$ cat config.mk
export PLATFORM = sky130hd
export DESIGN_NAME = id_stage
export DESIGN_NICKNAME = d
export VERILOG_FILES = /design/src/source/id_ctrl_pkg.sv /design/src/source/id_isa_pkg.sv /design/src/source/id_decode_if.sv /design/src/source/id_decoder.sv /design/src/source/id_issue.sv /design/src/source/id_regfile.sv /design/src/source/id_stage.sv
export SDC_FILE = /design/constraint.sdc
export NUM_CORES = 2
export LEC_CHECK = 0
export BUFFER_PORTS_ARGS = -buffer_cell sky130_fd_sc_hd__buf_4
export CORE_UTILIZATION = 63
export DETAILED_ROUTE_END_ITERATION = 12
export GPL_ROUTABILITY_DRIVEN = 0
export PLACE_DENSITY = 0.82
export SYNTH_ARGS = -nofsm -noshare
export SYNTH_HDL_FRONTEND = slang
export SYNTH_HIERARCHICAL = 1
export SYNTH_SLANG_ARGS = --single-unit
$ cat constraint.sdc
create_clock -name clk_i -period 9.56 [get_ports clk_i]
set_input_delay 2.868 -clock clk_i [delete_from_list [all_inputs] [get_ports clk_i]]
set_output_delay 2.868 -clock clk_i [all_outputs]
set_load 0.02 [all_outputs]
$ cat src/source/id_ctrl_pkg.sv
// Control types of the decode stage.
// Enum encodings are sequential from zero in the order listed.
package id_ctrl_pkg;

  typedef enum logic [4:0] {
    ALU_ADD = 5'd0,
    ALU_SUB,
    ALU_XOR,
    ALU_OR,
    ALU_AND,
    // Shifts
    ALU_SRA,
    ALU_SRL,
    ALU_SLL,
    // Set less than
    ALU_SLT,
    ALU_SLTU,
    // Branch compares
    ALU_EQ,
    ALU_NE,
    ALU_LT,
    ALU_GE,
    ALU_LTU,
    ALU_GEU
  } alu_op_e;

  typedef enum logic [1:0] {
    OP_A_REG_A,
    OP_A_FWD,
    OP_A_CURRPC,
    OP_A_IMM
  } op_a_sel_e;

  typedef enum logic {
    OP_B_REG_B,
    OP_B_IMM
  } op_b_sel_e;

  typedef enum logic [2:0] {
    IMM_B_I,
    IMM_B_S,
    IMM_B_B,
    IMM_B_U,
    IMM_B_J,
    IMM_B_INCR_PC,
    IMM_B_INCR_ADDR
  } imm_b_sel_e;

  typedef enum logic [2:0] {
    CSR_OP_NONE,
    CSR_OP_READ,
    CSR_OP_WRITE,
    CSR_OP_SET,
    CSR_OP_CLEAR
  } csr_op_e;

  typedef enum logic {
    ISSUE_IDLE,
    ISSUE_WAIT
  } issue_state_e;

endpackage

$ cat src/source/id_isa_pkg.sv
// RV32I instruction-set types for the decode stage.
// Only the opcodes the stage decodes are named. Any other value is illegal.
// Immediate helpers return sign-extended words per the base ISA formats.
package id_isa_pkg;

  typedef logic [31:0] word_t;
  typedef logic [4:0]  reg_addr_t;
  typedef logic [2:0]  funct3_t;
  typedef logic [6:0]  funct7_t;

  typedef enum logic [6:0] {
    OPC_LOAD   = 7'h03,
    OPC_OP_IMM = 7'h13,
    OPC_AUIPC  = 7'h17,
    OPC_STORE  = 7'h23,
    OPC_OP     = 7'h33,
    OPC_LUI    = 7'h37,
    OPC_BRANCH = 7'h63,
    OPC_JALR   = 7'h67,
    OPC_JAL    = 7'h6f,
    OPC_SYSTEM = 7'h73
  } opcode_e;

  // Register field positions in the instruction word
  localparam int unsigned RegS1Lsb = 15;
  localparam int unsigned RegS2Lsb = 20;
  localparam int unsigned RegDLsb  = 7;

  function automatic word_t imm_i_ext(word_t instr);
    return {{20{instr[31]}}, instr[31:20]};
  endfunction

  function automatic word_t imm_s_ext(word_t instr);
    return {{20{instr[31]}}, instr[31:25], instr[11:7]};
  endfunction

  function automatic word_t imm_b_ext(word_t instr);
    return {{19{instr[31]}}, instr[31], instr[7], instr[30:25], instr[11:8], 1'b0};
  endfunction

  function automatic word_t imm_u_ext(word_t instr);
    return {instr[31:12], 12'b0};
  endfunction

  function automatic word_t imm_j_ext(word_t instr);
    return {{12{instr[31]}}, instr[19:12], instr[20], instr[30:21], 1'b0};
  endfunction

endpackage

$ cat src/source/id_decode_if.sv
`timescale 1ns/1ps
// Decoded controls and immediates of the current instruction word.
// All values are combinational. There is no handshake.
// Write and request flags arrive already gated by valid and legality.
interface id_decode_if
  import id_isa_pkg::*;
  import id_ctrl_pkg::*;
();

  alu_op_e    alu_operator;
  op_a_sel_e  op_a_sel;
  op_b_sel_e  op_b_sel;
  imm_b_sel_e imm_b_sel;

  word_t imm_i;
  word_t imm_s;
  word_t imm_b;
  word_t imm_u;
  word_t imm_j;
  // CSR immediate, zero for every other instruction
  word_t zimm;

  logic    rf_we;
  logic    data_req;
  logic    data_we;
  logic    jump;
  logic    branch;
  logic    csr_access;
  csr_op_e csr_op;
  logic    rs1_zero;

  modport decoder (
    output alu_operator, op_a_sel, op_b_sel, imm_b_sel,
    output imm_i, imm_s, imm_b, imm_u, imm_j, zimm,
    output rf_we, data_req, data_we, jump, branch, csr_access, csr_op, rs1_zero
  );

  modport issue (
    input alu_operator, op_a_sel, op_b_sel, imm_b_sel,
    input imm_i, imm_s, imm_b, imm_u, imm_j, zimm,
    input rf_we, data_req, data_we, jump, branch, csr_access, csr_op, rs1_zero
  );

endinterface

$ cat src/source/id_decoder.sv
`timescale 1ns/1ps
// Compact RV32I decoder for OP, OP-IMM, LUI, AUIPC, JAL, JALR, BRANCH,
// LOAD, STORE and the six Zicsr instructions.
// FENCE, ECALL, EBREAK, MRET and compressed forms decode as illegal.
// Under RV32E an index of 16 or more in a used register field is illegal.
module id_decoder
  import id_isa_pkg::*;
  import id_ctrl_pkg::*;
#(
  parameter bit RV32E = 1'b0
) (
  input  logic                instr_valid_i,
  input  word_t               instr_i,
  output logic                illegal_insn_o,
  output reg_addr_t           rs1_addr_o,
  output reg_addr_t           rs2_addr_o,
  output reg_addr_t           rd_addr_o,
  id_decode_if.decoder        dec
);

  opcode_e    opcode;
  funct3_t    funct3;
  funct7_t    funct7;
  alu_op_e    alu_op;
  op_a_sel_e  op_a;
  op_b_sel_e  op_b;
  imm_b_sel_e imm_sel;
  csr_op_e    csr_op;
  word_t      zimm;
  logic       rf_we;
  logic       data_req;
  logic       data_we;
  logic       jump;
  logic       branch;
  logic       csr_access;
  logic       illegal_opc;
  logic       illegal_reg;
  logic       issue_ok;

  assign opcode     = opcode_e'(instr_i[6:0]);
  assign funct3     = instr_i[14:12];
  assign funct7     = instr_i[31:25];
  assign rs1_addr_o = instr_i[RegS1Lsb +: 5];
  assign rs2_addr_o = instr_i[RegS2Lsb +: 5];
  assign rd_addr_o  = instr_i[RegDLsb +: 5];

  //////////////////////////////////////////////////
  // Opcode decode
  //////////////////////////////////////////////////

  always_comb begin
    alu_op      = ALU_ADD;
    op_a        = OP_A_REG_A;
    op_b        = OP_B_IMM;
    imm_sel     = IMM_B_I;
    csr_op      = CSR_OP_NONE;
    zimm        = '0;
    rf_we       = 1'b0;
    data_req    = 1'b0;
    data_we     = 1'b0;
    jump        = 1'b0;
    branch      = 1'b0;
    csr_access  = 1'b0;
    illegal_opc = 1'b0;

    unique case (opcode)
      OPC_LUI: begin
        // Zero on operand A plus the U immediate
        op_a    = OP_A_IMM;
        imm_sel = IMM_B_U;
        rf_we   = 1'b1;
      end
      OPC_AUIPC: begin
        op_a    = OP_A_CURRPC;
        imm_sel = IMM_B_U;
        rf_we   = 1'b1;
      end
      OPC_JAL: begin
        op_a    = OP_A_CURRPC;
        imm_sel = IMM_B_J;
        jump    = 1'b1;
        rf_we   = 1'b1;
      end
      OPC_JALR: begin
        jump        = 1'b1;
        rf_we       = 1'b1;
        illegal_opc = (funct3 != 3'd0);
      end
      OPC_BRANCH: begin
        // Compare first, target later in the issue unit
        op_b    = OP_B_REG_B;
        imm_sel = IMM_B_B;
        branch  = 1'b1;
        unique case (funct3)
          3'd0:    alu_op = ALU_EQ;
          3'd1:    alu_op = ALU_NE;
          3'd4:    alu_op = ALU_LT;
          3'd5:    alu_op = ALU_GE;
          3'd6:    alu_op = ALU_LTU;
          3'd7:    alu_op = ALU_GEU;
          default: illegal_opc = 1'b1;
        endcase
      end
      OPC_LOAD: begin
        data_req    = 1'b1;
        rf_we       = 1'b1;
        illegal_opc = (funct3 == 3'd3) || (funct3 == 3'd6) || (funct3 == 3'd7);
      end
      OPC_STORE: begin
        imm_sel     = IMM_B_S;
        data_req    = 1'b1;
        data_we     = 1'b1;
        illegal_opc = (funct3 > 3'd2);
      end
      OPC_OP_IMM: begin
        rf_we = 1'b1;
        unique case (funct3)
          3'd0: alu_op = ALU_ADD;
          3'd2: alu_op = ALU_SLT;
          3'd3: alu_op = ALU_SLTU;
          3'd4: alu_op = ALU_XOR;
          3'd6: alu_op = ALU_OR;
          3'd7: alu_op = ALU_AND;
          3'd1: begin
            alu_op      = ALU_SLL;
            illegal_opc = (funct7 != 7'h00);
          end
          default: begin
            // Bit 30 picks arithmetic shift
            alu_op      = funct7[5] ? ALU_SRA : ALU_SRL;
            illegal_opc = ({funct7[6], funct7[4:0]} != 6'd0);
          end
        endcase
      end
      OPC_OP: begin
        op_b  = OP_B_REG_B;
        rf_we = 1'b1;
        unique case ({funct7, funct3})
          {7'h00, 3'd0}: alu_op = ALU_ADD;
          {7'h20, 3'd0}: alu_op = ALU_SUB;
          {7'h00, 3'd1}: alu_op = ALU_SLL;
          {7'h00, 3'd2}: alu_op = ALU_SLT;
          {7'h00, 3'd3}: alu_op = ALU_SLTU;
          {7'h00, 3'd4}: alu_op = ALU_XOR;
          {7'h00, 3'd5}: alu_op = ALU_SRL;
          {7'h20, 3'd5}: alu_op = ALU_SRA;
          {7'h00, 3'd6}: alu_op = ALU_OR;
          {7'h00, 3'd7}: alu_op = ALU_AND;
          default:       illegal_opc = 1'b1;
        endcase
      end
      OPC_SYSTEM: begin
        // CSR address travels on operand B as the I immediate
        csr_access = 1'b1;
        rf_we      = 1'b1;
        if (funct3[2]) begin
          op_a = OP_A_IMM;
          zimm = word_t'(rs1_addr_o);
        end
        unique case (funct3[1:0])
          2'd1:    csr_op = CSR_OP_WRITE;
          2'd2:    csr_op = CSR_OP_SET;
          2'd3:    csr_op = CSR_OP_CLEAR;
          default: illegal_opc = 1'b1;
        endcase
      end
      default: illegal_opc = 1'b1;
    endcase
  end

  // A field counts only if the instruction reads or writes it
  assign illegal_reg = RV32E && (((op_a == OP_A_REG_A) && rs1_addr_o[4]) ||
                                 ((op_b == OP_B_REG_B || data_we) && rs2_addr_o[4]) ||
                                 (rf_we && rd_addr_o[4]));

  assign illegal_insn_o = illegal_opc | illegal_reg;
  assign issue_ok       = instr_valid_i & ~illegal_insn_o;

  //////////////////////////////////////////////////
  // Outputs to the issue unit
  //////////////////////////////////////////////////

  assign dec.alu_operator = alu_op;
  assign dec.op_a_sel     = op_a;
  assign dec.op_b_sel     = op_b;
  assign dec.imm_b_sel    = imm_sel;
  assign dec.imm_i        = imm_i_ext(instr_i);
  assign dec.imm_s        = imm_s_ext(instr_i);
  assign dec.imm_b        = imm_b_ext(instr_i);
  assign dec.imm_u        = imm_u_ext(instr_i);
  assign dec.imm_j        = imm_j_ext(instr_i);
  assign dec.zimm         = zimm;
  assign dec.rf_we        = rf_we & issue_ok;
  assign dec.data_req     = data_req & issue_ok;
  assign dec.data_we      = data_we & issue_ok;
  assign dec.jump         = jump & issue_ok;
  assign dec.branch       = branch & issue_ok;
  assign dec.csr_access   = csr_access & issue_ok;
  assign dec.csr_op       = csr_op;
  assign dec.rs1_zero     = (rs1_addr_o == '0);

endmodule

$ cat src/source/id_issue.sv
`timescale 1ns/1ps
// Operand selection, write-back select and the multicycle issue machine.
// Loads, stores, jumps and taken branches hold id_ready_o low until
// ex_ready_i is seen high in the wait state.
// In the wait state a branch or jump shows PC based math on the ALU:
// the branch target, or the link address for a jump.
module id_issue
  import id_isa_pkg::*;
  import id_ctrl_pkg::*;
(
  input  logic         clk_i,
  input  logic         rst_ni,
  id_decode_if.issue   dec,
  input  reg_addr_t    rd_addr_i,
  input  word_t        rdata_a_i,
  input  word_t        rdata_b_i,
  input  word_t        pc_id_i,
  input  word_t        lsu_addr_last_i,
  input  word_t        regfile_wdata_lsu_i,
  input  word_t        regfile_wdata_ex_i,
  input  word_t        csr_rdata_i,
  input  logic         instr_is_compressed_i,
  input  logic         data_misaligned_i,
  input  logic         branch_decision_i,
  input  logic         ex_ready_i,
  output reg_addr_t    rf_waddr_o,
  output word_t        rf_wdata_o,
  output logic         rf_we_o,
  output logic         id_ready_o,
  output alu_op_e      alu_operator_o,
  output word_t        alu_operand_a_o,
  output word_t        alu_operand_b_o,
  output logic         data_req_o,
  output logic         data_we_o,
  output word_t        data_wdata_o,
  output logic         csr_access_o,
  output csr_op_e      csr_op_o
);

  issue_state_e state_q;
  issue_state_e state_d;
  op_a_sel_e    op_a_sel;
  op_b_sel_e    op_b_sel;
  imm_b_sel_e   imm_b_sel;
  word_t        imm_b;
  logic         rf_we;
  logic         sel_lsu;

  //////////////////////////////////////////////////
  // Operand select overrides
  //////////////////////////////////////////////////

  always_comb begin
    alu_operator_o = dec.alu_operator;
    op_a_sel       = dec.op_a_sel;
    op_b_sel       = dec.op_b_sel;
    imm_b_sel      = dec.imm_b_sel;
    if (data_misaligned_i) begin
      // Second half of a split access, address plus 4
      op_a_sel  = OP_A_FWD;
      op_b_sel  = OP_B_IMM;
      imm_b_sel = IMM_B_INCR_ADDR;
    end else if ((state_q == ISSUE_WAIT) && (dec.branch || dec.jump)) begin
      alu_operator_o = ALU_ADD;
      op_a_sel       = OP_A_CURRPC;
      op_b_sel       = OP_B_IMM;
      imm_b_sel      = dec.branch ? IMM_B_B : IMM_B_INCR_PC;
    end
  end

  always_comb begin
    unique case (op_a_sel)
      OP_A_REG_A:  alu_operand_a_o = rdata_a_i;
      OP_A_FWD:    alu_operand_a_o = lsu_addr_last_i;
      OP_A_CURRPC: alu_operand_a_o = pc_id_i;
      default:     alu_operand_a_o = dec.zimm;
    endcase
  end

  always_comb begin
    unique case (imm_b_sel)
      IMM_B_I:       imm_b = dec.imm_i;
      IMM_B_S:       imm_b = dec.imm_s;
      IMM_B_B:       imm_b = dec.imm_b;
      IMM_B_U:       imm_b = dec.imm_u;
      IMM_B_J:       imm_b = dec.imm_j;
      IMM_B_INCR_PC: imm_b = instr_is_compressed_i ? 32'd2 : 32'd4;
      default:       imm_b = 32'd4;
    endcase
  end

  assign alu_operand_b_o = (op_b_sel == OP_B_IMM) ? imm_b : rdata_b_i;

  // Set or clear from x0 or a zero immediate leaves the CSR untouched
  always_comb begin
    csr_op_o = dec.csr_op;
    if ((dec.csr_op == CSR_OP_SET || dec.csr_op == CSR_OP_CLEAR) && dec.rs1_zero) begin
      csr_op_o = CSR_OP_READ;
    end
  end

  assign data_req_o   = dec.data_req;
  assign data_we_o    = dec.data_we;
  assign data_wdata_o = rdata_b_i;
  assign csr_access_o = dec.csr_access;

  //////////////////////////////////////////////////
  // Multicycle issue FSM
  //////////////////////////////////////////////////

  always_ff @(posedge clk_i or negedge rst_ni) begin
    if (!rst_ni) begin
      state_q <= ISSUE_IDLE;
    end else begin
      state_q <= state_d;
    end
  end

  always_comb begin
    state_d    = state_q;
    id_ready_o = 1'b1;
    rf_we      = dec.rf_we;
    sel_lsu    = 1'b0;
    unique case (state_q)
      ISSUE_IDLE: begin
        if (dec.data_req || dec.jump || (dec.branch && branch_decision_i)) begin
          state_d    = ISSUE_WAIT;
          id_ready_o = 1'b0;
          rf_we      = 1'b0;
        end
      end
      default: begin
        if (ex_ready_i) begin
          state_d = ISSUE_IDLE;
          sel_lsu = dec.data_req;
        end else begin
          id_ready_o = 1'b0;
          rf_we      = 1'b0;
        end
      end
    endcase
  end

  // Write-back source and port
  always_comb begin
    if (sel_lsu) begin
      rf_wdata_o = regfile_wdata_lsu_i;
    end else if (dec.csr_access) begin
      rf_wdata_o = csr_rdata_i;
    end else begin
      rf_wdata_o = regfile_wdata_ex_i;
    end
  end

  assign rf_waddr_o = rd_addr_i;
  assign rf_we_o    = rf_we & ~data_misaligned_i;

endmodule

$ cat src/source/id_regfile.sv
`timescale 1ns/1ps
// Two asynchronous read ports, one synchronous write port.
// x0 reads as zero and ignores writes.
// With RV32E only the low four address bits are used. Indices of 16 or
// more must be caught as illegal before they reach this block.
module id_regfile
  import id_isa_pkg::*;
#(
  parameter bit RV32E = 1'b0
) (
  input  logic      clk_i,
  input  logic      rst_ni,
  input  reg_addr_t raddr_a_i,
  input  reg_addr_t raddr_b_i,
  input  reg_addr_t waddr_i,
  input  word_t     wdata_i,
  input  logic      we_i,
  output word_t     rdata_a_o,
  output word_t     rdata_b_o
);

  localparam int unsigned AddrW   = RV32E ? 4 : 5;
  localparam int unsigned NumRegs = 2 ** AddrW;

  logic [AddrW-1:0] ra;
  logic [AddrW-1:0] rb;
  logic [AddrW-1:0] wa;
  word_t            regs [NumRegs];

  assign ra = raddr_a_i[AddrW-1:0];
  assign rb = raddr_b_i[AddrW-1:0];
  assign wa = waddr_i[AddrW-1:0];

  always_ff @(posedge clk_i or negedge rst_ni) begin
    if (!rst_ni) begin
      for (int i = 0; i < NumRegs; i++) begin
        regs[i] <= '0;
      end
    end else if (we_i && (wa != '0)) begin
      regs[wa] <= wdata_i;
    end
  end

  // Hard-wired zero on both read ports
  assign rdata_a_o = (ra == '0) ? '0 : regs[ra];
  assign rdata_b_o = (rb == '0) ? '0 : regs[rb];

endmodule

$ cat src/source/id_stage.sv
`timescale 1ns/1ps
// RV32I instruction decode stage.
// Only one instruction is in flight. The source holds the instruction
// until id_ready_o is high. No controller, interrupts, debug or RV32M.
module id_stage
  import id_isa_pkg::*;
  import id_ctrl_pkg::*;
#(
  parameter bit RV32E = 1'b0
) (
  input  logic    clk_i,
  input  logic    rst_ni,
  input  logic    instr_valid_i,
  input  word_t   instr_rdata_i,
  input  logic    instr_is_compressed_i,
  input  word_t   pc_id_i,
  input  logic    branch_decision_i,
  input  logic    ex_ready_i,
  input  logic    data_misaligned_i,
  input  word_t   lsu_addr_last_i,
  input  word_t   regfile_wdata_lsu_i,
  input  word_t   regfile_wdata_ex_i,
  input  word_t   csr_rdata_i,
  output logic    id_ready_o,
  output logic    illegal_insn_o,
  output alu_op_e alu_operator_o,
  output word_t   alu_operand_a_o,
  output word_t   alu_operand_b_o,
  output logic    data_req_o,
  output logic    data_we_o,
  output word_t   data_wdata_o,
  output logic    csr_access_o,
  output csr_op_e csr_op_o
);

  reg_addr_t rs1_addr;
  reg_addr_t rs2_addr;
  reg_addr_t rd_addr;
  reg_addr_t rf_waddr;
  word_t     rdata_a;
  word_t     rdata_b;
  word_t     rf_wdata;
  logic      rf_we;

  id_decode_if dec_if ();

  id_decoder #(
    .RV32E (RV32E)
  ) u_decoder (
    .instr_valid_i  (instr_valid_i),
    .instr_i        (instr_rdata_i),
    .illegal_insn_o (illegal_insn_o),
    .rs1_addr_o     (rs1_addr),
    .rs2_addr_o     (rs2_addr),
    .rd_addr_o      (rd_addr),
    .dec            (dec_if.decoder)
  );

  id_regfile #(
    .RV32E (RV32E)
  ) u_regfile (
    .clk_i     (clk_i),
    .rst_ni    (rst_ni),
    .raddr_a_i (rs1_addr),
    .raddr_b_i (rs2_addr),
    .waddr_i   (rf_waddr),
    .wdata_i   (rf_wdata),
    .we_i      (rf_we),
    .rdata_a_o (rdata_a),
    .rdata_b_o (rdata_b)
  );

  id_issue u_issue (
    .clk_i                 (clk_i),
    .rst_ni                (rst_ni),
    .dec                   (dec_if.issue),
    .rd_addr_i             (rd_addr),
    .rdata_a_i             (rdata_a),
    .rdata_b_i             (rdata_b),
    .pc_id_i               (pc_id_i),
    .lsu_addr_last_i       (lsu_addr_last_i),
    .regfile_wdata_lsu_i   (regfile_wdata_lsu_i),
    .regfile_wdata_ex_i    (regfile_wdata_ex_i),
    .csr_rdata_i           (csr_rdata_i),
    .instr_is_compressed_i (instr_is_compressed_i),
    .data_misaligned_i     (data_misaligned_i),
    .branch_decision_i     (branch_decision_i),
    .ex_ready_i            (ex_ready_i),
    .rf_waddr_o            (rf_waddr),
    .rf_wdata_o            (rf_wdata),
    .rf_we_o               (rf_we),
    .id_ready_o            (id_ready_o),
    .alu_operator_o        (alu_operator_o),
    .alu_operand_a_o       (alu_operand_a_o),
    .alu_operand_b_o       (alu_operand_b_o),
    .data_req_o            (data_req_o),
    .data_we_o             (data_we_o),
    .data_wdata_o          (data_wdata_o),
    .csr_access_o          (csr_access_o),
    .csr_op_o              (csr_op_o)
  );

endmodule

==> metrics.cfg <==
[outcome]
status = completed

[global_routing]
grt_pass1_vias = 43500
antenna_found_initial = 12
grt_use_total_pct = 40.0
grt_pass1_wl_um = 286000
grt_overflow = 0
grt_max_degree = 177

[power]
power_leakage_nw = 30.8
seqPwrFrac_pct = 45.5
clockPowerShare_pct = 44.2
ir_worst_vdd_mv = 0.126
switchingPower_w = 0.00243
power.density_mw_per_mm2 = 145
switching_share_pct = 25.3
p_comb_share_pct = 10.3
p_int_w = 0.00716

[worst_setup_path]
path_max_fanout = 17
crit_chain = buf_4, or4_4, o31ai_1, a211oi_1, or4_4, nor3_2, buf_4, nand2_1, o2bb2ai_2, mux2_2, a221oi_2, a21oi_1, buf_4
crit_path_start = instr_rdata_i[25]
cpMaxStageDelayCell = or4_4
critPathArrivalTime_ns = 6.65
startpoint_type = primary input
criticalPathCategory = in -> out
cp_num_cells = 13
end_kind = output port
cp_common_cell = buf_4
r2r_cells = 9
crit_end = alu_operand_b_o[2]
timing.rr.end = u_regfile/regs[943]
crit_family = simple AND/OR/NAND/NOR gates
cp.required_ns = 6.69
worst-path-buf-inv = 3
r2r_slack_ns = 5.33
worstReg2RegStart = u_issue/state_q
critPathMaxStageDelay_ns = 0.60

[timing]
fin_tns_setup_ns = 0
setup_violations = 0
fin_hold_ws_ns = 0.393
slew_headroom_pct = 8.22
final-max-slew-violation-count = 0
finalHoldViolCount = 0
min_period_ns = 9.52
worstMarginPinSlew_ns = 1.38
fin_crit_sh_pct = 99.6
skew_ns = 0.0229
fmax_ghz = 0.105

[logic_synthesis]
synth.area.top_cells = dfrtp_1 (43%), mux2_2 (19%), mux4_2 (18%)
synth_ff_type = dfrtp_1
synthMostInstantiatedCell = dfrtp_1
yosys.area.top_type = dfrtp_1
async_reset_ff_share_pct = 100
synth-seq-cells = 1025
syn_avg_cell_area_um2 = 13.5
yosysWarnings = 6
synth.top_cell.area_share_pct = 42.5
syn_area_mm2 = 0.0603
syn_inst = 4470
seq_area_frac_synth_pct = 42.5
synth_cell_type_count = 79
synth_common_cells = dfrtp_1 (1025), mux2_2 (1013), mux4_2 (470)
synth_edf_count = 0

[routing]
antenna_left = 0
wire_per_inst_um = 33.7
num_vias = 43200
drtIter0Drc = 6479
vias_per_cell = 7.51
first_pass_iters = 10
drc = 0
wirelength_um = 194000

[die]
dieWidth_um = 311
die_area_mm2 = 0.0970
rows = 113
start_util_pct = 63.6
io_pins = 308
dieHeight_um = 311
fp.coreArea_mm2 = 0.0949

[placement]
port_buffers = 306
dp_hpwl_um = 120000
place_inst = 5557
dpl_cell_area_mm2 = 0.0625

[clock_tree]
cts_tree = built
numCtsBuffers = 103
clk_path_buf_depth = 3
clock_latency_ns = 0.69
cts.clk_slew.worst_paths_ns = 0.06
htree_levels = 3
cts_num_sinks = 1025
ctsHoldBuffers = 0
cts-root-buf = clkbuf_16

[cells_and_area]
instances_no_fill = 5753
fillCellCount = 6052
post-route-util_pct = 69.6
seqCellArea_mm2 = 0.0256
drive_above_1_share_pct = 50.6
design_area_mm2 = 0.0661
nets = 4604
area_growth_pct = 9.55
multi_input_area_mm2 = 0.0309

[flow_run]
cap_violations = 0

[hold_path]
hold_class = reg -> reg

-- layer usage --
| layer | vias to the layer above | global-route usage (%) | part of all wire [%] |
|---|---|---|---|
| li1 | 16800 | - | - |
| met1 | 22200 | 51.2 | 35 |
| met2 | 3291 | 59.3 | 45 |
| met3 | 857 | 12.4 | 13 |
| met4 | 18 | 26.1 | 7.7 |
| met5 | - | 0 | 0.063 |
-- through the flow --
stage / setup WS (ns) / total power [W]
after floorplan: 0.765 / 0.00500
after global placement: 0.207 / 0.00538
after detailed placement: 0.102 / 0.00539
after CTS: 0.0943 / 0.00956
after global routing: -0.0512 / 0.00981
final: 0.0427 / 0.00959
-- area by class of cell --
cell class | instances | area share, %
Multi-Input combinational cell | 2719 | 46.8
Sequential cell | 1025 | 38.8
Timing Repair Buffer | 523 | 6.47
Clock buffer | 154 | 4.59
Tap cell | 1265 | 2.40
Clock inverter | 33 | 0.712
Inverter | 28 | 0.159
Antenna cell | 6 | 0.0227
-- how the worst min path moves through the flow --
stage | start | slack, ns | cells past startpoint | endpoint
global placement | u_regfile/regs[992] | 0.38 | 0 | u_regfile/regs[992]
floorplan | u_regfile/regs[1001] | 0.44 | 1 | u_regfile/regs[1001]
global route | u_regfile/regs[1021] | 0.40 | 0 | u_regfile/regs[1021]
finish | u_regfile/regs[1016] | 0.39 | 0 | u_regfile/regs[1016]
detailed placement | u_regfile/regs[1010] | 0.38 | 0 | u_regfile/regs[1010]
CTS | u_regfile/regs[1016] | 0.40 | 0 | u_regfile/regs[1016]
-- cells in the final DEF (no fill, tap or decap), drive strengths merged, types with 5 or more instances in the layout --
cell     count
mux4       470
or3          5
mux2i      196
nand2b      12
a2111oi     28
a22o        69
a22oi       34
clkinv      16
mux2      1026
and3        24
a31oi       15
inv         31
a21o         5
a221oi      21
o22ai      101
o21ai       52
and2         9
ha           5
nor2b       33
a221o       12
nand3b       5
or2          7
o221ai      27
a211oi      75
dfrtp     1025
clkbuf     154
a222oi      27
buf        523
diode        6
conb        42
nor4         9
nand3       14
o31ai        8
nor3        84
nor2        71
bufinv      11
a21oi       76
nand2      110
-- power by group through the flow --
stage / Sequential [W] / Combinational (W) / Clock, W
floorplan: 0.00443 / 0.000568 / 0
global placement: 0.00444 / 0.000937 / 0
detailed placement: 0.00444 / 0.000949 / 0
CTS: 0.00436 / 0.000954 / 0.00424
global route: 0.00436 / 0.00102 / 0.00442
finish: 0.00436 / 0.000984 / 0.00424
-- logic make-up (layout without fill, tap and decap cells) --
kind of cell             Yosys count  count (layout)  share of synthesized area (%)
flip-flops                      1025            1025                           42.5
multiplexers                    1692            1692                           40.0
XOR/XNOR                           1               1                         0.0145
AND/OR/NAND/NOR                  400             400                           3.34
buffers and inverters            767             738                           7.05
adder cells (fa/ha/maj)            5               5                          0.104
AO/OA/AOI/OAI                    579             579                           7.00
other                              1              48                        0.00622
-- flip-flops by register name, summed over array words and instances (netlist names) --
signal / count
u_issue/state_q: 1
u_regfile/regs: 1024
-- repair_timing --
item                       in CTS  in global routing
setup endpoints to repair       0                 45
gates resized for setup         0                  8
setup buffers                   0                  3
-- worst register-to-register path, delay by kind of cell (launching register included) --
kind / cells / cell delay, ns
mux: 1 / 0.29
flops: 1 / 0.66
compound gates: 2 / 0.54
simple gates: 4 / 1.90
buf+inv: 2 / 0.72
Power figures use the tool's default switching activity.
